[config.mk]
export PLATFORM = sky130hd
export DESIGN_NAME = req_fifo
export DESIGN_NICKNAME = d
export VERILOG_FILES = /design/src/hw/endpoint_pkg.sv /design/src/hw/req_fifo.sv
export VERILOG_INCLUDE_DIRS = /design/src /design/src/hw
export SDC_FILE = /design/constraint.sdc
export NUM_CORES = 1
export LEC_CHECK = 0
export BUFFER_PORTS_ARGS = -buffer_cell sky130_fd_sc_hd__buf_2
export CAP_MARGIN = 20
export CORE_MARGIN = 1.5
export CORE_UTILIZATION = 30
export DETAILED_ROUTE_END_ITERATION = 10
export SLEW_MARGIN = 10
export SYNTH_ARGS = -nofsm -noshare
export SYNTH_HDL_FRONTEND = slang
export SYNTH_SLANG_ARGS = --single-unit
[constraint.sdc]
create_clock -name clk -period 2.51 [get_ports clk]
set_input_delay 0.251 -clock clk [delete_from_list [all_inputs] [get_ports clk]]
set_output_delay 0.251 -clock clk [all_outputs]
set_load 0.02 [all_outputs]
[src/hw/endpoint_settings.svh]
`ifndef ENDPOINT_SETTINGS_SVH
`define ENDPOINT_SETTINGS_SVH

// Sizes
`define ENDPOINT_NUM_MSGS        4
`define ENDPOINT_CACHE_WORDS     128
`define ENDPOINT_FIFO_DEPTH      4

// Bus byte addresses
`define ENDPOINT_DESC_BASE       16'h0000
`define ENDPOINT_TX_SEND_ADDR    16'h1004
`define ENDPOINT_TX_CACHE_BASE   16'h2000
`define ENDPOINT_RX_CACHE_BASE   16'h3000
`define ENDPOINT_FIFO_POP_ADDR   16'h3400
`define ENDPOINT_STATUS_ADDR     16'h3404

// Header word, low bit of each field
`define ENDPOINT_HDR_DEST_LSB    28
`define ENDPOINT_HDR_SRC_LSB     24
`define ENDPOINT_HDR_MSG_LSB     20
`define ENDPOINT_HDR_LEN_LSB     0

`define ENDPOINT_DESC_START_LSB  0
`define ENDPOINT_DESC_LEN_LSB    8

`endif

[src/hw/endpoint_pkg.sv]
`include "endpoint_settings.svh"

package endpoint_pkg;

    typedef logic [31:0] word_t;
    typedef logic [15:0] bus_addr_t;
    typedef logic [$clog2(`ENDPOINT_CACHE_WORDS)-1:0] word_idx_t;
    typedef logic [3:0] node_id_t;
    typedef logic [$clog2(`ENDPOINT_NUM_MSGS)-1:0] msg_id_t;
    typedef logic [3:0] pkt_len_t;   // Payload words, 0 to 15

    // Source [18:15], message id [14:13], start word [12:4], length [3:0]
    typedef logic [18:0] req_entry_t;

    typedef enum logic [1:0] {
        TX_IDLE,
        TX_HEADER,
        TX_PAYLOAD
    } tx_state_t;

    typedef enum logic [1:0] {
        RX_HEADER,
        RX_STORE,
        RX_DROP,
        RX_POST
    } rx_state_t;

endpackage

[src/hw/req_fifo.sv]
`timescale 1ns/100ps

`include "endpoint_settings.svh"

module req_fifo #(
    parameter int DEPTH = `ENDPOINT_FIFO_DEPTH
) (
    input  logic                     clk,
    input  logic                     n_rst,
    input  logic                     push,
    input  endpoint_pkg::req_entry_t push_entry,
    input  logic                     pop,
    output endpoint_pkg::req_entry_t head,
    output logic [3:0]               count,
    output logic                     overflow,
    input  logic                     clear_overflow
);

    localparam int PTR_W = (DEPTH > 1) ? $clog2(DEPTH) : 1;

    endpoint_pkg::req_entry_t mem [DEPTH];
    logic [PTR_W-1:0] head_ptr, tail_ptr;
    logic full, empty, do_push, do_pop;

    function automatic logic [PTR_W-1:0] next_ptr(input logic [PTR_W-1:0] ptr);
        return (ptr == PTR_W'(DEPTH - 1)) ? '0 : ptr + 1'b1;
    endfunction

    assign full    = (count == 4'(DEPTH));
    assign empty   = (count == '0);
    assign do_push = push && !full;   // Entries posted into a full FIFO are lost
    assign do_pop  = pop && !empty;

    always_ff @(posedge clk, negedge n_rst) begin
        if (!n_rst) begin
            head_ptr <= '0;
            tail_ptr <= '0;
            count    <= '0;
            overflow <= 1'b0;
        end else begin
            if (do_push) tail_ptr <= next_ptr(tail_ptr);
            if (do_pop) head_ptr <= next_ptr(head_ptr);
            count <= count + 4'(do_push) - 4'(do_pop);
            if (push && full) begin
                overflow <= 1'b1;
            end else if (clear_overflow) begin
                overflow <= 1'b0;
            end
        end
    end

    always_ff @(posedge clk) begin
        if (do_push) mem[tail_ptr] <= push_entry;
    end

    assign head = mem[head_ptr];

endmodule

---- Yosys cells after proc, flatten, opt, wreduce, memory -nomap -nowiden ----
Memory sizes are Yosys's and may differ from the RTL's.
Index checks and enable logic that the tools add are counted.
word-level totals
  register bits ........................... 9
  bits in writable memories ............... 76
  output and inout bits ................... 24
  bits of input ports ..................... 24
  memories kept ........................... 1
cells by class
  reduce and logical (&&, ||, !) cells .... 7
  equality and inequality tests ........... 3
  multiplexer cells ....................... 6
  add/subtract/negate cells ............... 4
memories
  name  depth  bits a word  rd ports  clocked after memory_dff  wr ports  RTL line        RTL
  mem   4      19           1         0                         1         req_fifo.sv:21  endpoint_pkg::req_entry_t mem [DEPTH];
operators with widths
  cell                                                                    number
  2-bit by 1-bit adder with 2-bit output (second input constant)          2
  4-bit by 1-bit adder with 4-bit output                                  1
  2-bit equality test (second input constant)                             2
  4-bit by 3-bit equality test with 1-bit output (second input constant)  1
  4-bit logical NOT                                                       1
  1-bit 2-to-1 mux                                                        4
  2-bit 2-to-1 mux                                                        2
  4-bit by 1-bit subtractor with 4-bit output                             1
  1-bit logical AND                                                       3
  1-bit logical NOT                                                       2
  2-bit nonzero test                                                      1

---- Depth between registers and ports, before layout ----
  word-level depth ........................ 5
  gate-level depth with buffers ........... 10
  depth with buffers taken out ............ 10

---- Least setup slack after synthesis ----
OpenSTA, ideal clock, no wires.
  kind .................................... reg-to-reg
  start point ............................. reg count[3]
  end point ............................... reg count[2]
  period minus slack after synthesis ...... 2.130 ns
  library setup time ...................... 0.123 ns
  data required time ...................... 2.387 ns
  data arrival time ....................... 2.008 ns
  cell stages (with the launch flop) ...... 10
  path slack .............................. 0.380 ns
  cell sequence ........................... dfrtp_1 > inv_1 > ha_1 > a21boi_2 > inv_1 > ha_1 > inv_1 > ha_1 > fa_1 > xor2_1
on the way
  cells in the longest elaborated chain, start to end .. 5
ends and longest elaborated chain
  element                                         RTL line        RTL
  start: declaration                              req_fifo.sv:14  output logic [3:0] count,
  start signal: assignment                        req_fifo.sv:43  count <= count + 4'(do_push) - 4'(do_pop);
  4-bit by 3-bit equality test with 1-bit output  req_fifo.sv:29  assign full = (count == 4'(DEPTH));
  1-bit logical NOT                               req_fifo.sv:31  assign do_push = push && !full;
  1-bit logical AND                               req_fifo.sv:31
  4-bit by 1-bit adder with 4-bit output          req_fifo.sv:43
  4-bit by 1-bit subtractor with 4-bit output *   req_fifo.sv:43
Every way passes the cells marked *; elsewhere a longest branch is shown, timed or not.
A chain may end at the register's enable or synchronous reset.

---- Worst setup path in the final report ----
  start point ............................. reg count[2]
  end point ............................... reg count[2]
The elaborated chain is that of the path after synthesis.

==> flow_summary.yaml <==
yosys:
  postSynthAreaPerCell_sq_um: 22.3
  ys_seq_elements: 85
  synthCells: 148
  yosysTopAreaCell: "edfxtp_1"
  ys_seq_area_share_pct: 75.8
  synth_area_sq_mm: 0.00331
  synth_cell_type_count: 18
  yosysWarnings: 0
  synth_area_leaders: "edfxtp_1 69%, mux4_2 12%, dfrtp_1 6.8%"
  yosys.area.top_type_share_pct: 69.0
  syn_nets: 184
clock_network:
  cts.clk_slew.worst_paths_ns: 0.08
  cts_tree: "built"
  cts_setup_buffers: 0
  cts-resized-gates: 0
  cts.sinks: 85
  root_buffer: "clkbuf_8"
  cts_hold_buf: 1
  cts_max_path_buffers: 2
  worstSkewPairLatency_ns: 0.35
  numCtsBuffers: 9
  htree_levels: 3
critical_path:
  critPathTopFamily: "adder cells"
  cp-end-kind: "flop"
  cp_common_cell: "ha_1"
  crit_path_top_delay_cell: "dfrtp_1"
  start_kind: "flop"
  path_buf_inv: 2
  path_cells: "ha_1, a21boi_2, inv_1, ha_1, inv_1, ha_1, fa_1, xor2_1"
  cp.arrival_ns: 2.36
  startpoint: "count[2]"
  slowest_delay_ns: 0.40
  crit_fanout: 7
  r2r_start: "count[2]"
  crit_type: "reg -> reg"
  cp.required_ns: 2.75
timing:
  hold_viol: 0
  max_freq_mhz: 471
  finalSetupViolations: 0
  fin_crit_sh_pct: 84.6
  final_max_slew_viol_count: 0
  tightest_slew_ns: 0.321
  setup_tns_ns: 0
  relSlewSlack_pct: 78.6
  period_needed_ns: 2.12
  fin_skew_ns: 0.00788
  rsz0062_at_grt: "false"
global_route:
  overflow: 0
  grt_most_used_layer: "met2"
  met3_usage_pct: 2.71
  grt_max_degree: 20
  grtUsageMet2_pct: 16.7
  grt_first_pass_wirelength_um: 8650
  antenna_found_initial: 0
  use_met1_pct: 13.0
  grt_pass1_vias: 1655
  grt_usage_pct: 10.6
floorplanning:
  top_level_ports: 48
  chipWidth_um: 108
  start_util_pct: 30.6
  die_y_um: 108
  die-area_sq_mm: 0.0117
  fp.coreArea_sq_mm: 0.0108
  floorplan.rows: 38
route:
  drtPass1Iterations: 3
  avgRoutedWirePerCell_um: 16.0
  routed_wl_um: 5680
  antenna_left: 0
  drc: 0
  vias: 1538
  via_per_inst: 4.33
  drt_iter0_drc: 37
layout:
  antenna_cells: 0
  area_growth_pct: 18.8
  drive_above_1_share_pct: 42.3
  final_common_cell: "edfxtp_1"
  final_nets: 246
  finish.utilization_pct: 36.4
  final_cell_mix: "76 x edfxtp_1, 47 x buf_2, 18 x mux4_2"
run:
  drv_cap: 0
worst_hold_path:
  worstHoldStart: "clear_overflow"
  min_path_type: "in -> reg"
pwr:
  max-vdd-ir-drop_mv: 0.467
  p_total_mw: 4.58
  p_leak_nw: 1.44
  power_density_mw_per_mm2: 1160
placement:
  dpl.hpwl_um: 3490
  place_congestion: 0.657
  io_buffers: 47
outcome:
  status: "completed"
## worst paths after layout
check	endpoint	slack, ns	depth (start not counted)
max	count[2]	0.39	8
min	overflow	0.08	2
max reg2reg	count[2]	0.39	8
min reg2reg	overflow	0.53	2
max in group asynchronous	count[3]	2.04	2
min in group asynchronous	overflow	0.28	2
## cells in the mapped netlist
| cell type | number |
|---|---|
| dfrtp_1 | 9 |
| edfxtp_1 | 76 |
| mux4_2 | 18 |
| a21o_1 | 1 |
| nand3_1 | 1 |
| mux4_1 | 1 |
| a21boi_2 | 2 |
| buf_2 | 2 |
| and2_1 | 4 |
| o21ai_0 | 1 |
| fa_1 | 1 |
| mux2_2 | 4 |
| buf_6 | 2 |
| xor2_1 | 2 |
| a21oi_1 | 1 |
| nor2_1 | 3 |
| inv_1 | 9 |
| ha_1 | 11 |
## state kept, by name (all words and copies together), names as in the netlist
register and flops:
count 4, head_ptr 2, mem 76, overflow 1, tail_ptr 2
## stage by stage
step	worst slack (ns)	instances	instance area (sq um)	hold slack (ns)
finish	0.386	355	3930	0.0826
global route	0.246	355	3930	0.0711
CTS	0.365	355	3930	0.0645
detailed placement	0.379	338	3740	0.126
global placement	0.399	338	3740	0.117
floorplan	0.380	148	3310	-0.0446
## final cells by class
type	count	area (sq um)
fillers	996	6860
inverters	9	33.8
repair buffers	55	298
flip-flops and latches	85	2510
multi-input cells	50	733
clock buffers	11	131
clock inverters	5	51.3
well taps	140	175
## logic make-up after synthesis
logic type                 after synthesis  share of synthesized area (%)
buffers and inverters                   13                           2.01
DFF                                     85                           75.8
and+or+nand+nor                          8                           1.25
muxes                                   23                           14.4
adders and majority gates               12                           4.77
AOI/OAI and AO/OA                        5                           1.21
xor gates and xnor gates                 2                          0.530
## power breakdown
part           switching (mW)  total (mW)  internal (mW)
logic                   0.972        1.68          0.703
clock network           0.459       0.913          0.454
registers              0.0962        1.99           1.89
## layer usage
layer / share of wire [%] / vias to the layer above / routed length (um)
li1: - / 717 / -
met1: 43 / 774 / 2440
met2: 49 / 36 / 2800
met3: 5.4 / 11 / 306
met4: 2.4 / 0 / 136
met5: 0 / - / 0
(Power assumes the default switching activity.)
