<file path="config.mk">
export PLATFORM = sky130hd
export DESIGN_NAME = rx_fsm
export DESIGN_NICKNAME = d
export VERILOG_FILES = /design/src/hw/endpoint_pkg.sv /design/src/hw/word_counter.sv /design/src/hw/rx_fsm.sv
export VERILOG_INCLUDE_DIRS = /design/src /design/src/hw
export SDC_FILE = /design/constraint.sdc
export NUM_CORES = 1
export LEC_CHECK = 0
export ABC_CLOCK_PERIOD_IN_PS = 2300
export BUFFER_PORTS_ARGS = -buffer_cell sky130_fd_sc_hd__buf_4
export CORE_MARGIN = 2
export CORE_UTILIZATION = 31
export DETAILED_ROUTE_END_ITERATION = 8
export SYNTH_ARGS = -nofsm -noshare
export SYNTH_HDL_FRONTEND = slang
export SYNTH_HIERARCHICAL = 1
export SYNTH_SLANG_ARGS = --single-unit
</file>
<file path="constraint.sdc">
create_clock -name clk -period 2.3 [get_ports clk]
set_input_delay 0.115 -clock clk [delete_from_list [all_inputs] [get_ports clk]]
set_output_delay 0.115 -clock clk [all_outputs]
set_load 0.005 [all_outputs]
</file>
<file path="src/hw/endpoint_settings.svh">
`ifndef ENDPOINT_SETTINGS_SVH
`define ENDPOINT_SETTINGS_SVH

// Sizes
`define ENDPOINT_NUM_MSGS        4
`define ENDPOINT_CACHE_WORDS     128
`define ENDPOINT_FIFO_DEPTH      4

// Bus byte addresses
`define ENDPOINT_DESC_BASE       16'h0000
`define ENDPOINT_TX_SEND_ADDR    16'h1004
`define ENDPOINT_TX_CACHE_BASE   16'h2000
`define ENDPOINT_RX_CACHE_BASE   16'h3000
`define ENDPOINT_FIFO_POP_ADDR   16'h3400
`define ENDPOINT_STATUS_ADDR     16'h3404

// Header word, low bit of each field
`define ENDPOINT_HDR_DEST_LSB    28
`define ENDPOINT_HDR_SRC_LSB     24
`define ENDPOINT_HDR_MSG_LSB     20
`define ENDPOINT_HDR_LEN_LSB     0

`define ENDPOINT_DESC_START_LSB  0
`define ENDPOINT_DESC_LEN_LSB    8

`endif

</file>
<file path="src/hw/endpoint_pkg.sv">
`include "endpoint_settings.svh"

package endpoint_pkg;

    typedef logic [31:0] word_t;
    typedef logic [15:0] bus_addr_t;
    typedef logic [$clog2(`ENDPOINT_CACHE_WORDS)-1:0] word_idx_t;
    typedef logic [3:0] node_id_t;
    typedef logic [$clog2(`ENDPOINT_NUM_MSGS)-1:0] msg_id_t;
    typedef logic [3:0] pkt_len_t;   // Payload words, 0 to 15

    // Source [18:15], message id [14:13], start word [12:4], length [3:0]
    typedef logic [18:0] req_entry_t;

    typedef enum logic [1:0] {
        TX_IDLE,
        TX_HEADER,
        TX_PAYLOAD
    } tx_state_t;

    typedef enum logic [1:0] {
        RX_HEADER,
        RX_STORE,
        RX_DROP,
        RX_POST
    } rx_state_t;

endpackage

</file>
<file path="src/hw/word_counter.sv">
`timescale 1ns/100ps

module word_counter (
    input  logic                   clk,
    input  logic                   n_rst,
    input  logic                   load,
    input  endpoint_pkg::pkt_len_t load_len,
    input  logic                   step,
    output endpoint_pkg::pkt_len_t remaining,
    output logic                   last
);

    always_ff @(posedge clk, negedge n_rst) begin
        if (!n_rst) begin
            remaining <= '0;
        end else if (load) begin
            remaining <= load_len;
        end else if (step && remaining != '0) begin
            remaining <= remaining - endpoint_pkg::pkt_len_t'(1);
        end
    end

    assign last = (remaining == endpoint_pkg::pkt_len_t'(1));   // Final word of the packet

endmodule

</file>
<file path="src/hw/rx_fsm.sv">
`timescale 1ns/100ps

`include "endpoint_settings.svh"

module rx_fsm (
    input  logic                     clk,
    input  logic                     n_rst,
    input  endpoint_pkg::node_id_t   node_id,
    input  logic                     in_valid,
    input  endpoint_pkg::word_t      in_data,
    output logic                     cache_wen,
    output endpoint_pkg::word_idx_t  cache_waddr,
    output endpoint_pkg::word_t      cache_wdata,
    output logic                     post,
    output endpoint_pkg::req_entry_t entry
);

    endpoint_pkg::rx_state_t state, next_state;
    endpoint_pkg::word_idx_t wr_ptr, start_q;
    endpoint_pkg::node_id_t  src_q, hdr_dest;
    endpoint_pkg::msg_id_t   msg_q;
    endpoint_pkg::pkt_len_t  len_q, hdr_len;
    logic hdr_accept, for_me, step, last;

    assign hdr_dest = in_data[`ENDPOINT_HDR_DEST_LSB +: $bits(endpoint_pkg::node_id_t)];
    assign hdr_len  = in_data[`ENDPOINT_HDR_LEN_LSB +: $bits(endpoint_pkg::pkt_len_t)];
    assign for_me   = (hdr_dest == node_id);

    // A header may also land in the post cycle
    assign hdr_accept = in_valid && (state == endpoint_pkg::RX_HEADER ||
                                     state == endpoint_pkg::RX_POST);
    assign step = in_valid && (state == endpoint_pkg::RX_STORE ||
                               state == endpoint_pkg::RX_DROP);

    word_counter len_count (
        .clk(clk),
        .n_rst(n_rst),
        .load(hdr_accept),
        .load_len(hdr_len),
        .step(step),
        .remaining(),
        .last(last)
    );

    always_comb begin
        next_state = state;
        case (state)
            endpoint_pkg::RX_HEADER, endpoint_pkg::RX_POST: begin
                next_state = endpoint_pkg::RX_HEADER;
                if (hdr_accept && for_me) begin
                    next_state = (hdr_len == '0) ? endpoint_pkg::RX_POST : endpoint_pkg::RX_STORE;
                end else if (hdr_accept && hdr_len != '0) begin
                    next_state = endpoint_pkg::RX_DROP;   // Someone else's payload
                end
            end
            endpoint_pkg::RX_STORE: if (step && last) next_state = endpoint_pkg::RX_POST;
            endpoint_pkg::RX_DROP:  if (step && last) next_state = endpoint_pkg::RX_HEADER;
            default:                next_state = endpoint_pkg::RX_HEADER;
        endcase
    end

    always_ff @(posedge clk, negedge n_rst) begin
        if (!n_rst) begin
            state  <= endpoint_pkg::RX_HEADER;
            wr_ptr <= '0;
        end else begin
            state <= next_state;
            if (cache_wen) wr_ptr <= wr_ptr + 1'b1;
        end
    end

    // Header fields kept for the FIFO entry
    always_ff @(posedge clk) begin
        if (hdr_accept) begin
            src_q   <= in_data[`ENDPOINT_HDR_SRC_LSB +: $bits(endpoint_pkg::node_id_t)];
            msg_q   <= in_data[`ENDPOINT_HDR_MSG_LSB +: $bits(endpoint_pkg::msg_id_t)];
            len_q   <= hdr_len;
            start_q <= wr_ptr;
        end
    end

    assign cache_wen   = in_valid && (state == endpoint_pkg::RX_STORE);
    assign cache_waddr = wr_ptr;
    assign cache_wdata = in_data;
    assign post        = (state == endpoint_pkg::RX_POST);
    assign entry       = {src_q, msg_q, 2'b00, start_q, len_q};

endmodule

</file>
**After elaboration in Yosys (flattened, before gate mapping)**

Index checks and enable logic that the tools add are counted.

- Output and inout bits: 60
- Latch bits: 0
- Memories: 0
- Input bits: 39
- Memory bits (read-only): 0
- Bits in writable memories: 0
- Flip-flop bits (word level): 30

- Multipliers: 0
- $add $sub $neg: 2
- Equal/unequal tests: 7
- Muxes and demuxes: 8
- Shift-type cells: 0
- Div/mod/pow operators: 0
- Magnitude comparators: 0
- Bitwise gates (word level): 0
- Reductions and logical operators: 16

Operator list:

| operator | count |
|---|---|
| two-way mux 2 bit | 5 |
| two-way mux 4 bit | 2 |
| nonzero test 4 bit | 2 |
| adder 7 x 1 -> 7 bit, second input constant | 1 |
| logical AND 1 bit | 7 |
| one-hot mux 2 bit (3 select lines) | 1 |
| equality test 2 bit, second input constant | 2 |
| equality test 4 x 1 -> 1 bit, second input constant | 1 |
| equality test 4 bit | 1 |
| zero test 4 bit | 1 |
| subtractor 4 x 1 -> 4 bit, second input constant | 1 |
| equality test 2 x 1 -> 1 bit, second input constant | 1 |
| zero test 2 bit | 1 |
| logical OR 1 bit | 2 |
| inequality test 2 x 1 -> 1 bit, second input constant | 1 |
| inequality test 2 bit, second input constant | 1 |
| AND reduction 2 bit | 1 |
| nonzero test 2 bit | 1 |
| OR reduction 2 bit | 1 |

**Logic depth before layout (Yosys ltp)**

- Depth after elaboration: 7
- Depth in mapped cells: 8
- Gate-level depth less buffers: 7

**Hierarchy**

Netlist, hierarchy kept.

Modules (own cells, without submodules):

| module | times used | seq. area each (sq um) | area an instance (sq um) | cells each |
|---|---|---|---|---|
| rx_fsm | 1 | 735.7 | 1297.5 | 104 |
| word_counter | 1 | 100.1 | 282.8 | 29 |

**Worst setup path after synthesis**

No wires, ideal clock.

- Path type: reg2reg
- Start point: reg state[1]
- End point: reg len_count.remaining[3]
- Data required time: 2174 ps
- Stages on the path, launching flop included: 7
- Arrival: 1758 ps
- Clock period less this slack: 1884 ps
- Library setup time: 126 ps
- Path buffers: 1
- Setup slack: 416 ps
- Cell sequence: dfrtp_1 -> ha_1 -> nand2_1 -> inv_1 -> buf_4 -> nor3_1 -> a221o_1

- Elaborated cells between the ends (all ways): 11
- Classes of those cells: eq/ne (3); mux (1); reduce/logical (7)

RTL lines:

| what | RTL line | text |
|---|---|---|
| start: declaration | rx_fsm.sv:18 | `endpoint_pkg::rx_state_t state, next_state;` |
| start signal: assignment | rx_fsm.sv:64 | `state <= endpoint_pkg::RX_HEADER;` |
| start signal: assignment | rx_fsm.sv:67 | `state <= next_state;` |
| equality test 2 bit or zero test 2 bit (tied branches) | rx_fsm.sv:31, rx_fsm.sv:30 |  |
| logical OR 1 bit (*) | rx_fsm.sv:30 | `assign hdr_accept = in_valid && (state == endpoint_pkg::RX_HEADER \|\|` |
| logical AND 1 bit (*) | rx_fsm.sv:30 |  |
| net hdr_accept | rx_fsm.sv:23 | `logic hdr_accept, for_me, step, last;` |
| two-way mux 4 bit or nonzero test 2 bit (tied branches) | - |  |
| end signal: assignment | word_counter.sv:17 | `remaining <= load_len;` |
| end signal: assignment | word_counter.sv:19 | `remaining <= remaining - endpoint_pkg::pkt_len_t'(1);` |
| end: declaration | word_counter.sv:9 | `output endpoint_pkg::pkt_len_t remaining,` |

Mark *: on every way through the listed nets, which the timed path passes. The rest lies on a longest branch.
A chain may end at the register's enable or synchronous reset.

**Final worst setup path**

- Start point: reg state[0]
- End point: reg len_count.remaining[3]

- Cells in the longest elaborated chain, start to end: 5
- Elaborated cells between the ends (all ways): 11
- Classes of those cells: eq/ne (3); mux (1); reduce/logical (7)

RTL lines:

| what | RTL line | text |
|---|---|---|
| equality test 2 x 1 -> 1 bit or equality test 2 bit (tied branches) | rx_fsm.sv:32, rx_fsm.sv:33 |  |
| logical OR 1 bit (*) | rx_fsm.sv:32 | `assign step = in_valid && (state == endpoint_pkg::RX_STORE \|\|` |
| logical AND 1 bit (*) | rx_fsm.sv:32 |  |
| net step | rx_fsm.sv:23 |  |
| logical AND 1 bit (*) | word_counter.sv:18 | `end else if (step && remaining != '0) begin` |
| nonzero test 2 bit (no source line) (*) | - |  |

Marked as above.

==> impl_metrics.json <==
{
  "finalNonFillerCells": 236,
  "insertion_delay_ns": 0.27,
  "clkSinkCount": 30,
  "place_inst": 227,
  "clockBufferDepth": 2,
  "power.leakage_nw": 0.868,
  "hold_path.class": "in -> reg",
  "die_w_um": 75.4,
  "status": "finished, final reports clean",
  "antenna_left": 0,
  "final_cell_mix": "buf_4 (62), edfxtp_1 (17), dfrtp_1 (13), nand2_1 (9), xnor2_1 (9)",
  "port_buffers": 60,
  "yosysUniqueCellTypes": 32,
  "end_kind": "register",
  "hpwl_mm": 2.56,
  "grt-ovfl-total": 0,
  "ys.flop_type": "edfxtp_1",
  "ys_seq_area_share_pct": 52.9,
  "maxCapViolCount": 0,
  "critPathMaxStageDelay_ns": 0.39,
  "grt_pass1_wl_mm": 4.82,
  "ios": 99,
  "initial_utilization_pct": 32.8,
  "whs_ns": 0.0257,
  "viasPerCell": 4.66,
  "die_area_um2": 5680,
  "num_vias": 1100,
  "drt-pass1-iter-count": 4,
  "worstSetupPathType": "reg -> reg",
  "htree_levels": 2,
  "final_nets": 213,
  "clk_pin_slew_ns": 0.06,
  "crit_fanout": 8,
  "hold_viol_final": 0,
  "cts_hold_buf": 1,
  "area_growth_pct": 23.6,
  "cp-start-kind": "register",
  "tritoncts": "built",
  "crit_required_ns": 2.46,
  "cp_cell_sequence": "inv_1 > ha_1 > nor2b_1 > buf_4 > nor4b_2 > nor3b_1 > a221o_1",
  "drt_iter0_markers": 62,
  "gp_congestion": 0.835,
  "post-route-period-util_pct": 79.0,
  "cpMaxStageDelayCell": "dfrtp_1",
  "nFillCells": 469,
  "synth_area_um2": 1580,
  "routed_wl_mm": 3.21,
  "final_common_cell": "buf_4",
  "die_h_um": 75.4,
  "grt_pass1_vias": 1083,
  "drc": 0,
  "postCtsSetupBuffers": 0,
  "fin_crit_ns": 1.82,
  "cts-buffers-inserted": 5,
  "timing.setup.tns_ns": 0,
  "diodes": 0,
  "setup_viol": 0,
  "cts_root_buf": "clkbuf_8",
  "num_rows": 25,
  "ys_warn_count": 6,
  "grt_usage_pct": 11.3,
  "arrival_ns": 1.97,
  "vdd_drop_max_mv": 0.299,
  "ys_ff_latch": 30,
  "synth_edf_count": 17,
  "maxClockFrequency_mhz": 550,
  "post_cts_resized": 0,
  "drive_above_1_share_pct": 41.4,
  "drt-wirelength-per-cell_um": 13.6,
  "avgSynthCellArea_um2": 11.9,
  "netlist_instances": 133,
  "skew_ns": 0.00215,
  "core_um2": 4820,
  "postSynth.asyncResetShare_pct": 43.3,
  "grt_antenna_before_repair": 0,
  "power_density_nw_per_um2": 1060,
  "grt_max_degree": 17,
  "drv_slew": 0,
  "rsz0062_at_grt": "no"
}
[sequential cells by signal (all words and copies together) (netlist names)]
| signal | flops |
|---|---|
| len_count/remaining | 4 |
| cache_waddr | 7 |
| msg_q | 2 |
| start_q | 7 |
| src_q | 4 |
| state | 2 |
| len_q | 4 |
[cells in the mapped netlist (all sizes together) (2+ instances only)]
cell type   n  area share (%)
buf        36              17
edfxtp     17              32
dfrtp      13              21
nand2       9             2.1
xnor2       9             5.0
ha          6             4.8
inv         5             1.2
o21ai       5             1.6
a21oi       3            0.95
nand4       3             1.2
nor3b       3             1.4
and2        2            0.79
nor2        2            0.48
nor2b       2            0.79
xor2        2             1.1
[path summary, 6_finish.rpt]
path / startpoint / end / slack, ns / depth (start not counted)
worst max-delay path: state[0] / len_count/remaining[3] / 0.48 / 7
worst min-delay path: in_data[20] / msg_q[0] / 0.03 / 1
worst max register to register: state[0] / len_count/remaining[3] / 0.48 / 7
worst min register to register: cache_waddr[6] / cache_waddr[6] / 0.51 / 1
max in group asynchronous: n_rst / cache_waddr[1] / 1.90 / 2
min in group asynchronous: n_rst / len_count/remaining[2] / 0.23 / 2
[per-stage QoR]
stage	total power (W)	area, um2	util [%]	setup WS (ns)
finish	0.00207	1950	40.5	0.483
detailed placement	0.00170	1860	38.7	0.501
CTS	0.00210	1950	40.5	0.503
global placement	0.00165	1860	38.7	0.591
global route	0.00223	1950	40.5	0.380
floorplan	0.00137	1580	-	0.416
[logic make-up after synthesis]
kind of cell | share of synthesized area, %
muxes | 1.35
DFF | 52.9
AOI/OAI and AO/OA | 5.38
and+or+nand+nor | 11.0
buffers and inverters | 18.3
other | 0.237
xor gates and xnor gates | 6.10
adders and majority gates | 4.75
[where the power goes]
| part | leakage [nW] | switching, W | internal [W] |
|---|---|---|---|
| Combinational | 0.500 | 0.000352 | 0.000402 |
| Sequential | 0.328 | 0.000146 | 0.000787 |
| Clock | 0.0399 | 0.000178 | 0.000210 |
[worst max-delay path: cells and delay by family, from the launching register on]
family                   cells  cell delay, ns
AO/OA/AOI/OAI                1            0.28
buffers and inverters        2            0.22
AND/OR/NAND/NOR              3            0.49
flip-flops                   1            0.39
adder cells (fa/ha/maj)      1            0.32
[routing by layer]
layer  part of all wire (%)  vias up  track usage, %
li1                       -      491               -
met1                     37      524            11.8
met2                     50       71            20.6
met3                     11       14            4.10
met4                    2.2        0            4.09
met5                      0        -               0
[area by class of cell]
cell class              instances  area (um2)  share of cell area, %
flip-flops and latches         30         836                   42.8
repair buffers                 63         475                   24.3
multi-input cells              63         459                   23.5
well taps                      67        83.8                   4.29
clock buffers                   7        76.3                   3.91
inverters                       5        18.8                  0.961
clock inverters                 1        3.75                  0.192
Power figures use the tool's default switching activity.
