==> src/hw/endpoint_settings.svh <==
`ifndef ENDPOINT_SETTINGS_SVH
`define ENDPOINT_SETTINGS_SVH

// Sizes
`define ENDPOINT_NUM_MSGS        4
`define ENDPOINT_CACHE_WORDS     128
`define ENDPOINT_FIFO_DEPTH      4

// Bus byte addresses
`define ENDPOINT_DESC_BASE       16'h0000
`define ENDPOINT_TX_SEND_ADDR    16'h1004
`define ENDPOINT_TX_CACHE_BASE   16'h2000
`define ENDPOINT_RX_CACHE_BASE   16'h3000
`define ENDPOINT_FIFO_POP_ADDR   16'h3400
`define ENDPOINT_STATUS_ADDR     16'h3404

// Header word, low bit of each field
`define ENDPOINT_HDR_DEST_LSB    28
`define ENDPOINT_HDR_SRC_LSB     24
`define ENDPOINT_HDR_MSG_LSB     20
`define ENDPOINT_HDR_LEN_LSB     0

`define ENDPOINT_DESC_START_LSB  0
`define ENDPOINT_DESC_LEN_LSB    8

`endif

==> src/hw/endpoint_pkg.sv <==
`include "endpoint_settings.svh"

package endpoint_pkg;

    typedef logic [31:0] word_t;
    typedef logic [15:0] bus_addr_t;
    typedef logic [$clog2(`ENDPOINT_CACHE_WORDS)-1:0] word_idx_t;
    typedef logic [3:0] node_id_t;
    typedef logic [$clog2(`ENDPOINT_NUM_MSGS)-1:0] msg_id_t;
    typedef logic [3:0] pkt_len_t;   // Payload words, 0 to 15

    // Source [18:15], message id [14:13], start word [12:4], length [3:0]
    typedef logic [18:0] req_entry_t;

    typedef enum logic [1:0] {
        TX_IDLE,
        TX_HEADER,
        TX_PAYLOAD
    } tx_state_t;

    typedef enum logic [1:0] {
        RX_HEADER,
        RX_STORE,
        RX_DROP,
        RX_POST
    } rx_state_t;

endpackage

==> src/hw/word_counter.sv <==
`timescale 1ns/100ps

module word_counter (
    input  logic                   clk,
    input  logic                   n_rst,
    input  logic                   load,
    input  endpoint_pkg::pkt_len_t load_len,
    input  logic                   step,
    output endpoint_pkg::pkt_len_t remaining,
    output logic                   last
);

    always_ff @(posedge clk, negedge n_rst) begin
        if (!n_rst) begin
            remaining <= '0;
        end else if (load) begin
            remaining <= load_len;
        end else if (step && remaining != '0) begin
            remaining <= remaining - endpoint_pkg::pkt_len_t'(1);
        end
    end

    assign last = (remaining == endpoint_pkg::pkt_len_t'(1));   // Final word of the packet

endmodule

==> src/hw/tx_fsm.sv <==
`timescale 1ns/100ps

`include "endpoint_settings.svh"

module tx_fsm (
    input  logic                    clk,
    input  logic                    n_rst,
    input  logic                    send,
    input  endpoint_pkg::msg_id_t   send_msg,
    input  endpoint_pkg::word_idx_t start_word,
    input  endpoint_pkg::pkt_len_t  send_len,
    input  endpoint_pkg::node_id_t  node_id,
    output endpoint_pkg::word_idx_t cache_raddr,
    input  endpoint_pkg::word_t     cache_rdata,
    output logic                    cache_owned,
    output logic                    out_valid,
    output endpoint_pkg::word_t     out_data,
    output logic                    tx_busy
);

    endpoint_pkg::tx_state_t state, next_state;
    endpoint_pkg::msg_id_t   msg_q;
    endpoint_pkg::word_idx_t rd_ptr;
    endpoint_pkg::pkt_len_t  remaining;
    endpoint_pkg::node_id_t  dest;
    endpoint_pkg::word_t     header;
    logic start, last;

    assign start = send && (state == endpoint_pkg::TX_IDLE);

    word_counter len_count (
        .clk(clk),
        .n_rst(n_rst),
        .load(start),
        .load_len(send_len),
        .step(state == endpoint_pkg::TX_PAYLOAD),
        .remaining(remaining),
        .last(last)
    );

    always_comb begin
        next_state = state;
        case (state)
            endpoint_pkg::TX_IDLE:    if (start) next_state = endpoint_pkg::TX_HEADER;
            endpoint_pkg::TX_HEADER:  next_state = (remaining == '0) ? endpoint_pkg::TX_IDLE
                                                                     : endpoint_pkg::TX_PAYLOAD;
            endpoint_pkg::TX_PAYLOAD: if (last) next_state = endpoint_pkg::TX_IDLE;
            default:                  next_state = endpoint_pkg::TX_IDLE;
        endcase
    end

    always_ff @(posedge clk, negedge n_rst) begin
        if (!n_rst) begin
            state <= endpoint_pkg::TX_IDLE;
        end else begin
            state <= next_state;
        end
    end

    always_ff @(posedge clk) begin
        if (start) begin
            msg_q  <= send_msg;
            rd_ptr <= start_word;
        end else if (state == endpoint_pkg::TX_PAYLOAD) begin
            rd_ptr <= rd_ptr + 1'b1;   // Wraps at the cache end
        end
    end

    // Destination is the message id plus one
    assign dest = endpoint_pkg::node_id_t'(msg_q) + endpoint_pkg::node_id_t'(1);

    always_comb begin
        header = '0;
        header[`ENDPOINT_HDR_DEST_LSB +: $bits(endpoint_pkg::node_id_t)] = dest;
        header[`ENDPOINT_HDR_SRC_LSB +: $bits(endpoint_pkg::node_id_t)]  = node_id;
        header[`ENDPOINT_HDR_MSG_LSB +: $bits(endpoint_pkg::msg_id_t)]   = msg_q;
        header[`ENDPOINT_HDR_LEN_LSB +: $bits(endpoint_pkg::pkt_len_t)]  = remaining;
    end

    assign cache_raddr = rd_ptr;
    assign cache_owned = (state == endpoint_pkg::TX_PAYLOAD);
    assign out_valid   = (state != endpoint_pkg::TX_IDLE);
    assign tx_busy     = (state != endpoint_pkg::TX_IDLE);
    assign out_data    = (state == endpoint_pkg::TX_HEADER) ? header :
                         cache_owned ? cache_rdata : '0;

endmodule

==> config.mk <==
export PLATFORM = sky130hd
export DESIGN_NAME = tx_fsm
export DESIGN_NICKNAME = d
export VERILOG_FILES = /design/src/hw/endpoint_pkg.sv /design/src/hw/word_counter.sv /design/src/hw/tx_fsm.sv
export VERILOG_INCLUDE_DIRS = /design/src /design/src/hw
export SDC_FILE = /design/constraint.sdc
export NUM_CORES = 1
export LEC_CHECK = 0
export BUFFER_PORTS_ARGS = -buffer_cell sky130_fd_sc_hd__buf_2
export CAP_MARGIN = 20
export CORE_MARGIN = 3
export CORE_UTILIZATION = 38
export DETAILED_ROUTE_END_ITERATION = 7
export HOLD_SLACK_MARGIN = 0.08
export PLACE_DENSITY = 0.8
export SYNTH_ARGS = -nofsm -noshare
export SYNTH_HDL_FRONTEND = slang
export SYNTH_SLANG_ARGS = --single-unit
==> constraint.sdc <==
create_clock -name clk -period 2.1 [get_ports clk]
set_clock_uncertainty 0.1 [all_clocks]
set_input_delay 0.63 -clock clk [delete_from_list [all_inputs] [get_ports clk]]
set_output_delay 0.63 -clock clk [all_outputs]
set_load 0.01 [all_outputs]
* Word-level counts from Yosys, hierarchy flattened
Index checks and enable logic that the tools add are counted.
** Storage, ports and cells
- Bits of input ports :: 52
- Word-level logic and storage cells :: 31
- Output and inout port bits :: 42
- Register bits after elaboration :: 15
** Operators by class
- Add/sub/neg operators :: 3
- Equal/unequal tests :: 5
- Reduce and logical (&&, ||, !) cells :: 9
- Multiplexer cells :: 10
** Operators with widths (count)
- $mux 32 :: 2
- $mux 7 :: 2
- $mux 4 :: 2
- $add 7x1->7 const B :: 1
- $mux 2 :: 3
- $pmux 2 s3 :: 1
- $reduce_bool 2->1 :: 3
- $eq 4x1->1 const B :: 1
- $logic_not 4->1 :: 1
- $ne 2x1->1 const B :: 2
- $reduce_bool 4->1 :: 1
- $sub 4x1->4 const B :: 1
- $add 2x1->3 const B :: 1
- $eq 2x1->1 const B :: 1
- $eq 2x2->1 const B :: 1
- $logic_and 1x1->1 :: 2
- $logic_not 2->1 :: 1
- $reduce_and 2->1 :: 1

* Logic depth before layout (Yosys ltp)
Gate-level depths: netlist (run 1).
- Depth after elaboration :: 4
- Mapped depth :: 5
- Gate-level depth less buffers :: 5

* Cells and area by module
Synthesis (run 1) repeated with hierarchy kept, for this count alone.
** Unflattened totals
- Cell total of the unflattened synthesis :: 120
- Area, all modules :: 1124.8 µm²
** Modules (own cells, without submodules)
- tx_fsm :: times used 1, cells an instance 91, sequential area each 320.3 µm², area an instance 842.1 µm²
- word_counter :: times used 1, cells an instance 29, sequential area each 100.1 µm², area an instance 282.8 µm²

* Worst setup path after synthesis (run 1)
No wires, ideal clock.
- Kind :: register to output
- Start :: register state[1]
- End :: output port out_data[20]
- Data required time :: 1370 ps
- Arrival time :: 1088 ps
- Cell stages (with the launch flop) :: 5
- Slack :: 282 ps
- Path buffers :: 2
- Path through :: dfrtp_1 > nor2b_1 > buf_2 > buf_2 > a22o_1
** Between the ends
- Word-level cells in the longest chain between the ends :: 3
- Elaborated cells on any way between the ends :: 4
- Those cells by class :: 2 x eq/ne; 2 x mux
** Ends and longest elaborated chain
- start, declared :: RTL line tx_fsm.sv:21 : endpoint_pkg::tx_state_t state, next_state;
- start signal, assigned :: RTL line tx_fsm.sv:54 : state <= endpoint_pkg::TX_IDLE;
- start signal, assigned :: RTL line tx_fsm.sv:56 : state <= next_state;
- $eq 2x2->1 :: RTL line tx_fsm.sv:81 : assign cache_owned = (state == endpoint_pkg::TX_PAYLOAD);
- $mux 32 :: RTL line tx_fsm.sv:85 : cache_owned ? cache_rdata : '0;
- $mux 32 * :: RTL line tx_fsm.sv:84 : assign out_data = (state == endpoint_pkg::TX_HEADER) ? header :
- end, declared :: RTL line tx_fsm.sv:17 : output endpoint_pkg::word_t out_data,
Every way passes the cells marked *; elsewhere a longest branch is shown, timed or not.

* Final worst setup path (run 1)
- Start :: register state[1]
- End :: output port out_data[25]
Same word-level chain as after synthesis.

==> results of run 1 <==
[worst paths after layout]
path / startpoint / endpoint / depth (start not counted)
setup / recovery: state[1]$_DFFE_PN0P_ / out_data[25] / 6
hold / removal: send_msg[0] / msg_q[0]$_DFFE_PP_ / 1
setup reg to reg: state[0]$_DFFE_PN0P_ / len_count.remaining[0]$_DFFE_PN0P_ / 6
hold reg to reg: len_count.remaining[3]$_DFFE_PN0P_ / state[1]$_DFFE_PN0P_ / 1
max in group asynchronous: n_rst / len_count.remaining[3]$_DFFE_PN0P_ / 2
min in group asynchronous: n_rst / len_count.remaining[0]$_DFFE_PN0P_ / 2
[per-stage QoR]
stage | utilization [%] | setup TNS (ns)
floorplan | - | 0
global placement | 61.4 | -0.222
detailed placement | 61.4 | -0.594
CTS | 70.5 | -3.41
global route | 70.7 | -4.35
finish | 70.7 | -1.96
[area by class of cell]
type | count | share of cell area [%]
Tap cell | 30 | 2.05
Clock buffer | 3 | 1.23
Inverter | 7 | 1.50
Multi-Input combinational cell | 86 | 34.0
Sequential cell | 15 | 23.0
Timing Repair Buffer | 109 | 37.9
Clock inverter | 1 | 0.410
[worst max-delay path, cell delays in order, from the launching register on]
cell,delay [ns]
dfrtp_1,0.39
buf_6,0.12
nor2b_4,0.13
buf_6,0.13
buf_12,0.12
a22o_1,0.20
buf_2,0.14
[cells in the mapped netlist]
master and number:
or2_2 1, or3_1 2, dfrtp_1 6, o32a_1 1
nand3_1 3, inv_1 6, buf_4 1, and2_1 20
buf_6 1, clkbuf_1 1, a22oi_1 1, nand2_1 10
o211ai_1 1, mux2i_1 4, xor2_1 2, nor3_1 1
o21ai_0 5, and3_1 1, o21ba_2 1, a21oi_1 2
buf_2 5, a22o_1 13, clkinv_2 1, nand4bb_1 1
a31oi_1 3, or3b_4 1, edfxtp_1 9, a221o_1 1
xnor2_1 1, ha_1 4, o31ai_1 1, nor2_1 4
nor2b_1 2
[sequential cells by signal (all words and copies together) (netlist names)]
name,flops
msg_q,2
cache_raddr,7
len_count.remaining,4
state,2
[power by group]
| part | total (mW) | leakage [nW] | internal [mW] | switching [mW] |
|---|---|---|---|---|
| Clock | 0.166 | 0.0139 | 0.0721 | 0.0939 |
| Sequential | 0.635 | 0.159 | 0.499 | 0.137 |
| Combinational | 1.66 | 0.810 | 0.894 | 0.762 |
[what timing repair did]
action / 4_1_cts / 5_1_grt
hold endpoints to repair: 6 / 0
hold buffers: 1 / 0
gates cloned: 3 / 0
resized for setup: 16 / 7
pin swaps: 16 / 2
endpoints found under the setup margin: 32 / 35
buffers inserted: 8 / 2
[cells in the final DEF, fill, tap and decap left out, types with 2 or more instances in the layout]
cell      Yosys  routed
buf_6         1      12
dfrtp_1       6       6
a21oi_1       2       2
nand3_1       3       3
nand2_1      10      10
o21ai_0       5       5
buf_2         5      87
clkbuf_4      0       3
edfxtp_1      9       9
and2_4        0       4
inv_1         6       6
nor2_1        4       4
or3_1         2       2
buf_12        0       2
a31oi_1       3       3
and2_1       20      16
a22o_1       13      13
ha_1          4       4
nor2b_4       0       2
buf_4         1       6
mux2i_1       4       4
xor2_1        2       2
[per-layer routing]
metal / wire length (um) / up-vias
li1: - / 625
met1: 1390 / 550
met2: 1790 / 41
met3: 249 / 4
met4: 25 / 0
met5: 0 / -
[logic make-up (layout without fill, tap and decap cells)]
family / after synthesis / count (layout) / synth area share [%]
compound gates: 29 / 29 / 20.2
flops: 15 / 15 / 38.6
mux: 4 / 4 / 3.67
fa+ha+maj: 4 / 4 / 4.59
simple gates: 46 / 46 / 23.7
buf+inv: 15 / 120 / 6.89
xor+xnor: 3 / 3 / 2.41
==> flow_summary.ini, run 1 <==
[grt]
grt_pass1_wl_um = 5180
grt-ovfl-total = 0
busiest_layer = met2
antenna_found_initial = 0
grt_pass1_vias = 1128
grt_util_met1_pct = 25.1
grt.total_usage_pct = 18.8
grt_max_degree = 18
grt_use_met3_pct = 1.96
use_met2_pct = 32.9

[final_layout]
nets = 278
fillers = 209
fin_cells = 251
insertedDiodeCount = 0
seq_area_um2 = 420
area_growth_pct = 68.0
layout-drive-gt1-share_pct = 55.2
finish.instance_area_um2 = 1830
multiInputGateArea_um2 = 622

[route]
first_iter_violations = 63
routed_wirelength_um = 3450
dr.pass1.iters = 4
wl_per_cell_um = 13.7
drtAntennaViolNets = 0
avgViaCountPerCell = 4.86
drc = 0
via_count = 1220

[run]
drv_cap = 0

[timing]
hold_viol = 0
max_freq_ghz = 0.445
rsz0062_at_grt = yes
setup_violations = 29
relSlewSlack_pct = 82.1
finalCriticalPeriod_ns = 2.25
slew_viol_final = 0
hold_slack_ns = 0.420
tightest_slew_ns = 0.268
worst_slack_ns = -0.146
period_share_pct = 107

[clock_tree]
numCtsBuffers = 3
clock_sinks = 15
cts_tree = done
cts.path.max_buffers = 2
insertion_delay_ns = 0.28
cts_htree_levels = 1
ctsRootBufferMaster = clkbuf_4
clk_pin_slew_worst_paths_ns = 0.09

[synth]
synth_fp_nets = 172
yosys_warnings = 0
synth_top_cell_by_area = edfxtp_1
synth_top_area_share_pct = 24.8
syn-cell-area_um2 = 1090
netlist-cell-type-count = 33
ys_ff_latch = 15
ys_seq_area_share_pct = 38.6
ys_top_cells_by_area = edfxtp_1 25%, dfrtp_1 14%, and2_1 11%
synth.avg_cell_area_um2 = 9.39
synthCells = 116

[floorplan]
core_area_um2 = 2590
rows = 18
pin_count = 94
die_w_um = 59.6
die_area_um2 = 3550
start_util_pct = 42.1
die_y_um = 59.6

[place]
portBuffers = 93
hpwl_um = 2530
placed_cells = 235
place_area_um2 = 1590
pre_cts_ws_ns = -0.0630
place_congestion = 0.725

[pwr]
peakVddDrop_v = 0.000916
fin_total_pwr_mw = 2.46
p_per_area_nw_per_um2 = 1340
power.leakage_nw = 0.983

[worst_setup_path]
end_kind = primary output
crit_fanout = 5
critical_path_class = flop to primary output
cp.required_ns = 1.37
r2r_slack_ns = 0.31
critPathLaunchType = flop
cp.arrival_ns = 1.52

[outcome]
violations = negative setup slack
status = complete, but fails checks

[hold_path]
min-delay-path-class = primary input to flop
No activity file was read; power rests on OpenSTA's default activity.
==> inputs of run 2 (changes only) <==
--- a/config.mk
+++ b/config.mk
@@ -6,10 +6,11 @@
 export SDC_FILE = /design/constraint.sdc
 export NUM_CORES = 1
 export LEC_CHECK = 0
+export ABC_AREA = 1
 export BUFFER_PORTS_ARGS = -buffer_cell sky130_fd_sc_hd__buf_2
 export CAP_MARGIN = 20
 export CORE_MARGIN = 3
-export CORE_UTILIZATION = 38
+export CORE_UTILIZATION = 40
 export DETAILED_ROUTE_END_ITERATION = 7
 export HOLD_SLACK_MARGIN = 0.08
 export PLACE_DENSITY = 0.8
==> flow_summary.ini, run 2 <==
[final_layout]
largest_reg_flops = 7
layout_commonest_cell = buf_2
fin_cells = 318
nets = 344
layout_common_cells = 93 x buf_2, 59 x nand2_1, 32 x inv_1, 24 x nor2_1, 19 x nand3_1
layout-drive-gt1-share_pct = 40.4
area_growth_pct = 46.6
insertedDiodeCount = 0
finish.instance_area_um2 = 1800

[timing]
setup_violations = 0
tightest_slew_ns = 0.315
period_share_pct = 96.5
rsz0062_at_grt = yes
max_freq_ghz = 0.494
finalCriticalPeriod_ns = 2.03
hold_viol = 0
relSlewSlack_pct = 79.0
slew_viol_final = 0

[pwr]
peakVddDrop_v = 0.000738
p_per_area_nw_per_um2 = 1250
power.leakage_nw = 1.13

[synth]
ys_top_cells_by_area = edfxtp_1 22%, nand2_1 18%, dfrtp_1 12%
synth_ff_type = edfxtp_1
synth_edf_count = 9
ys_ff_latch = 15
netlist-cell-type-count = 22
synth_fp_nets = 243
async_flop_share_pct = 40.0
ys_seq_area_share_pct = 34.2
synthCells = 187
ys_top_cells_by_count = 59 x nand2_1, 32 x inv_1, 24 x nor2_1
synth_top_area_share_pct = 22.0
synth.avg_cell_area_um2 = 6.58
yosys_warnings = 0
synth.most_common_cell = nand2_1
synth_top_cell_by_area = edfxtp_1
syn-cell-area_um2 = 1230

[floorplan]
core_area_um2 = 2850
pin_count = 94
rows = 19
die_y_um = 61.5
die_area_um2 = 3780
die_w_um = 61.5
start_util_pct = 43.1

[route]
avgViaCountPerCell = 4.60
dr.pass1.iters = 4
drc = 0
wl_per_cell_um = 10.2
routed_wirelength_um = 3230
via_count = 1463
first_iter_violations = 33
drtAntennaViolNets = 0

[worst_setup_path]
critPathLaunchType = flop
end_kind = primary output
cp_top_family = flip-flops
crit_path_top_delay_cell = dfrtp_2
cp.required_ns = 1.37
critical_path_class = flop to primary output
r2r_slack_ns = 0.42
critical-path-max-stage-delay_ns = 0.44
cp.arrival_ns = 1.30
cp_num_buf_inv = 2
crit_fanout = 15
path_cells = nor2_4, buf_8, nand2_1, o21ai_1, buf_2

[clock_tree]
insertion_delay_ns = 0.27
cts_htree_levels = 1
numCtsBuffers = 3
ctsRootBufferMaster = clkbuf_4
cts.path.max_buffers = 2
clk_pin_slew_worst_paths_ns = 0.09
clock_sinks = 15
cts_tree = done

[grt]
grt_max_degree = 21
antenna_found_initial = 0
grt-ovfl-total = 0
grt_pass1_vias = 1104
grt.total_usage_pct = 16.1
grt_pass1_wl_um = 4610

[outcome]
status = complete, no violations

[place]
hpwl_um = 2610
placed_cells = 309
portBuffers = 93
place_area_um2 = 1720
place_congestion = 0.811

[hold_path]
min-delay-path-class = flop to flop

[run]
drv_cap = 0
[run 2: cell count changes in the layout (fill, tap and decap cells not counted), moves of 4 or more]
| cell | before | now |
|---|---|---|
| a22o_1 | 13 | 0 |
| and2_1 | 16 | 0 |
| and2_4 | 4 | 0 |
| buf_2 | 87 | 93 |
| buf_6 | 12 | 0 |
| inv_1 | 6 | 32 |
| mux2i_1 | 4 | 0 |
| nand2_1 | 10 | 59 |
| nand3_1 | 3 | 19 |
| nor2_1 | 4 | 24 |
[run 2: cells by family (layout without fill, tap and decap cells)]
family / Yosys count / count (layout) / synth area share, %
compound gates: 15 / 15 / 6.92
xor+xnor: 1 / 1 / 0.712
fa+ha+maj: 4 / 4 / 4.07
buf+inv: 42 / 142 / 14.9
flops: 15 / 15 / 34.2
simple gates: 110 / 110 / 39.3
[run 2: worst register-to-register path, cell delays in order (launching register included)]
cell and delay, ns:
dfrtp_2 0.44, buf_4 0.14, buf_4 0.15, inv_4 0.07
nand2_4 0.07, nor2_4 0.24, buf_4 0.19, o21ai_2 0.05
[run 2: cell type report]
class	count	area (um2)
clock buffers	4	26.3
repair buffers	103	551
fillers	279	1050
inverters	35	139
well taps	31	38.8
multi-input cells	130	627
flip-flops and latches	15	422
[run 2: where the power goes]
part | total [mW] | internal (mW) | switching [mW] | leakage (nW)
clock network | 0.161 | 0.0736 | 0.0879 | 0.0150
registers | 0.634 | 0.504 | 0.130 | 0.160
logic | 1.46 | 0.596 | 0.866 | 0.960
total | 2.26 | 1.17 | 1.08 | 1.13
[run 2: metal layers]
metal / track usage, % / wire length, um / vias to the layer above
met1: 20.1 / 1340 / 613
met5: 0 / 0 / -
met4: 5.45 / 32 / 0
li1: - / - / 774
met2: 28.1 / 1530 / 72
met3: 2.52 / 328 / 4
[run 2: path summary, 6_finish.rpt]
| path | start | to | depth (start not counted) |
|---|---|---|---|
| setup / recovery | state[0]$_DFFE_PN0P_ | out_data[3] | 5 |
| hold / removal | len_count.remaining[3]$_DFFE_PN0P_ | len_count.remaining[3]$_DFFE_PN0P_ | 2 |
| setup reg to reg | state[0]$_DFFE_PN0P_ | cache_raddr[0]$_DFFE_PP_ | 7 |
| hold reg to reg | len_count.remaining[3]$_DFFE_PN0P_ | len_count.remaining[3]$_DFFE_PN0P_ | 2 |
| max in group asynchronous | n_rst | state[0]$_DFFE_PN0P_ | 2 |
| min in group asynchronous | n_rst | len_count.remaining[2]$_DFFE_PN0P_ | 2 |
[run 2: timing repair]
| item | CTS | global route |
|---|---|---|
| hold buffers | 1 | 0 |
| hold endpoints to repair | 6 | 0 |
| setup endpoints to repair | 6 | 32 |
| setup buffers | 2 | 2 |
| resized for setup | 1 | 8 |
[run 2: stage by stage]
step | power, mW | hold slack (ns) | utilization, % | setup WS [ns] | setup TNS, ns
floorplan | 1.58 | 0.234 | - | 0.349 | 0
global placement | 2.01 | 0.358 | 60.3 | 0.313 | 0
detailed placement | 2.04 | 0.358 | 60.3 | 0.278 | 0
CTS | 2.23 | 0.420 | 62.1 | 0.0356 | 0
global route | 2.51 | 0.403 | 63.2 | -0.0203 | -0.0577
finish | 2.26 | 0.426 | 63.2 | 0.0742 | 0
==> inputs of run 3 (changes only) <==
--- a/config.mk
+++ b/config.mk
@@ -6,14 +6,15 @@
 export SDC_FILE = /design/constraint.sdc
 export NUM_CORES = 1
 export LEC_CHECK = 0
-export ABC_AREA = 1
-export BUFFER_PORTS_ARGS = -buffer_cell sky130_fd_sc_hd__buf_2
+export BUFFER_PORTS_ARGS = -buffer_cell sky130_fd_sc_hd__buf_4
 export CAP_MARGIN = 20
+export CELL_PAD_IN_SITES_DETAIL_PLACEMENT = 1
+export CELL_PAD_IN_SITES_GLOBAL_PLACEMENT = 1
 export CORE_MARGIN = 3
-export CORE_UTILIZATION = 40
+export CORE_UTILIZATION = 25
 export DETAILED_ROUTE_END_ITERATION = 7
 export HOLD_SLACK_MARGIN = 0.08
-export PLACE_DENSITY = 0.8
+export PLACE_DENSITY_LB_ADDON = 0.1
 export SYNTH_ARGS = -nofsm -noshare
 export SYNTH_HDL_FRONTEND = slang
 export SYNTH_SLANG_ARGS = --single-unit
==> flow_summary.ini, run 3 (synthesis results as in run 1) <==
[outcome]
status = complete, but fails checks
violations = negative setup slack

[floorplan]
core_area_um2 = 4120
die_y_um = 72.0
rows = 23
die_w_um = 72.0
pin_count = 94
start_util_pct = 26.5
die_area_um2 = 5190

[place]
placed_cells = 256
portBuffers = 93
hpwl_um = 3510
place_congestion = 0.749
pre_cts_ws_ns = -0.172
place_area_um2 = 1860

[worst_setup_path]
cp.required_ns = 1.37
cp.depth = 5
crit_fanout = 18
cp.arrival_ns = 1.43
critPathLaunchType = flop
crit_path_top_delay_cell = dfrtp_1
cp_top_family = buffers and inverters
cp_num_buf_inv = 3
reg2reg_depth = 7
critical-path-max-stage-delay_ns = 0.39
critPathMostFrequentCell = buf_6
critical_path_class = flop to primary output
path_cells = buf_6, nor2b_4, buf_12, a22o_1, buf_6
end_kind = primary output

[final_layout]
layout_commonest_cell = buf_4
nets = 277
layout_common_cells = 71 x buf_4, 34 x buf_6, 14 x and2_4, 13 x a22o_1, 10 x nand2_1
insertedDiodeCount = 0
fin_cells = 270
finish.instance_area_um2 = 2170
largest_reg_flops = 7
area_growth_pct = 99.0
layout-drive-gt1-share_pct = 59.1

[clock_tree]
cts.path.max_buffers = 2
insertion_delay_ns = 0.25
cts_htree_levels = 1
cts_tree = done
clock_sinks = 15
numCtsBuffers = 3
ctsRootBufferMaster = clkbuf_8
clk_pin_slew_worst_paths_ns = 0.06

[route]
wl_per_cell_um = 17.4
drtAntennaViolNets = 0
avgViaCountPerCell = 4.78
via_count = 1290
routed_wirelength_um = 4690
first_iter_violations = 28
dr.pass1.iters = 5
drc = 0

[hold_path]
min-delay-path-class = primary input to flop
hold_depth = 1

[timing]
relSlewSlack_pct = 84.0
tightest_slew_ns = 0.238
rsz0062_at_grt = yes
hold_viol = 0
period_share_pct = 103
max_freq_ghz = 0.463
finalCriticalPeriod_ns = 2.16
setup_violations = 20
worst_slack_ns = -0.0610
slew_viol_final = 0

[pwr]
fin_total_pwr_mw = 2.88
peakVddDrop_v = 0.000523
p_sw_share_pct = 39.0
cell_internal_pwr_mw = 1.76
power.leakage_nw = 1.07
p_per_area_nw_per_um2 = 1330
sequentialPowerShare_pct = 22.5
comb_power_share_pct = 69.1
p_switching_mw = 1.13
pwr-share-clk_pct = 8.4

[grt]
antenna_found_initial = 0
grt-ovfl-total = 0
grt_use_met3_pct = 2.91
grt_util_met1_pct = 20.1
grt_pass1_vias = 1298
busiest_layer = met2
grt.total_usage_pct = 17.6
use_met2_pct = 34.3
grt_pass1_wl_um = 7060
grt_max_degree = 19

[run]
drv_cap = 0
-- run 3: changes by cell type in the layout (fill, tap and decap cells not counted), moves of 4 or more --
cell | previous run | this run
a22o_1 | 0 | 13
and2_1 | 0 | 6
and2_4 | 0 | 14
buf_2 | 93 | 0
buf_4 | 8 | 71
buf_6 | 0 | 34
inv_1 | 32 | 6
mux2i_1 | 0 | 4
nand2_1 | 59 | 10
nand3_1 | 19 | 3
nor2_1 | 24 | 4
-- run 3: path summary, 6_finish.rpt --
kind                                                     from                            endpoint  slack (ns)
max                                      state[0]$_DFFE_PN0P_                         out_data[2]       -0.06
min                                               send_msg[1]                  msg_q[1]$_DFFE_PP_        0.46
max reg2reg                              state[0]$_DFFE_PN0P_  len_count.remaining[0]$_DFFE_PN0P_        0.19
min reg2reg                len_count.remaining[3]$_DFFE_PN0P_                state[1]$_DFFE_PN0P_        0.53
max in group asynchronous                               n_rst                state[1]$_DFFE_PN0P_        1.17
min in group asynchronous                               n_rst  len_count.remaining[1]$_DFFE_PN0P_        0.61
-- run 3: power by group through the flow --
stage / clock network, mW / registers [mW] / logic, mW
global route: 0.264 / 0.676 / 2.14
detailed placement: 0 / 0.655 / 1.60
CTS: 0.247 / 0.652 / 2.00
global placement: 0 / 0.646 / 1.52
finish: 0.243 / 0.649 / 1.99
floorplan: 0 / 0.655 / 0.822
-- run 3: metal layers --
metal	part of all wire [%]	routed length, um
met2	58	2700
met4	0.68	32
met1	38	1760
met3	4.1	194
met5	0	0
-- run 3: through the flow --
stage / utilization (%) / hold slack (ns) / TNS [ns]
after floorplan: - / 0.234 / 0
after global placement: 45.1 / 0.343 / -0.634
after detailed placement: 45.1 / 0.345 / -2.11
after CTS: 51.9 / 0.455 / -1.28
after global routing: 52.7 / 0.455 / -2.09
final: 52.7 / 0.461 / -0.626
-- run 3: worst reg2reg max path, delay by kind of cell (launching register included) --
family	cells	cell delay (ns)
compound gates	1	0.31
buf+inv	4	0.54
flops	1	0.39
simple gates	2	0.46
-- run 3: area by class of cell --
type                            instances  area, um2
Inverter                                7       27.5
Clock buffer                            4       45.0
Timing Repair Buffer                  108        966
Multi-Input combinational cell         86        647
Sequential cell                        15        420
Tap cell                               50       62.6
Fill cell                             482       1950
-- run 3: repair_timing --
action / CTS / global route
hold buffers: 1 / 0
endpoints found under the hold margin: 6 / 0
buffers inserted: 7 / 2
gates cloned: 2 / 0
setup endpoints to repair: 32 / 32
pin swaps: 6 / 11
resized for setup: 35 / 19
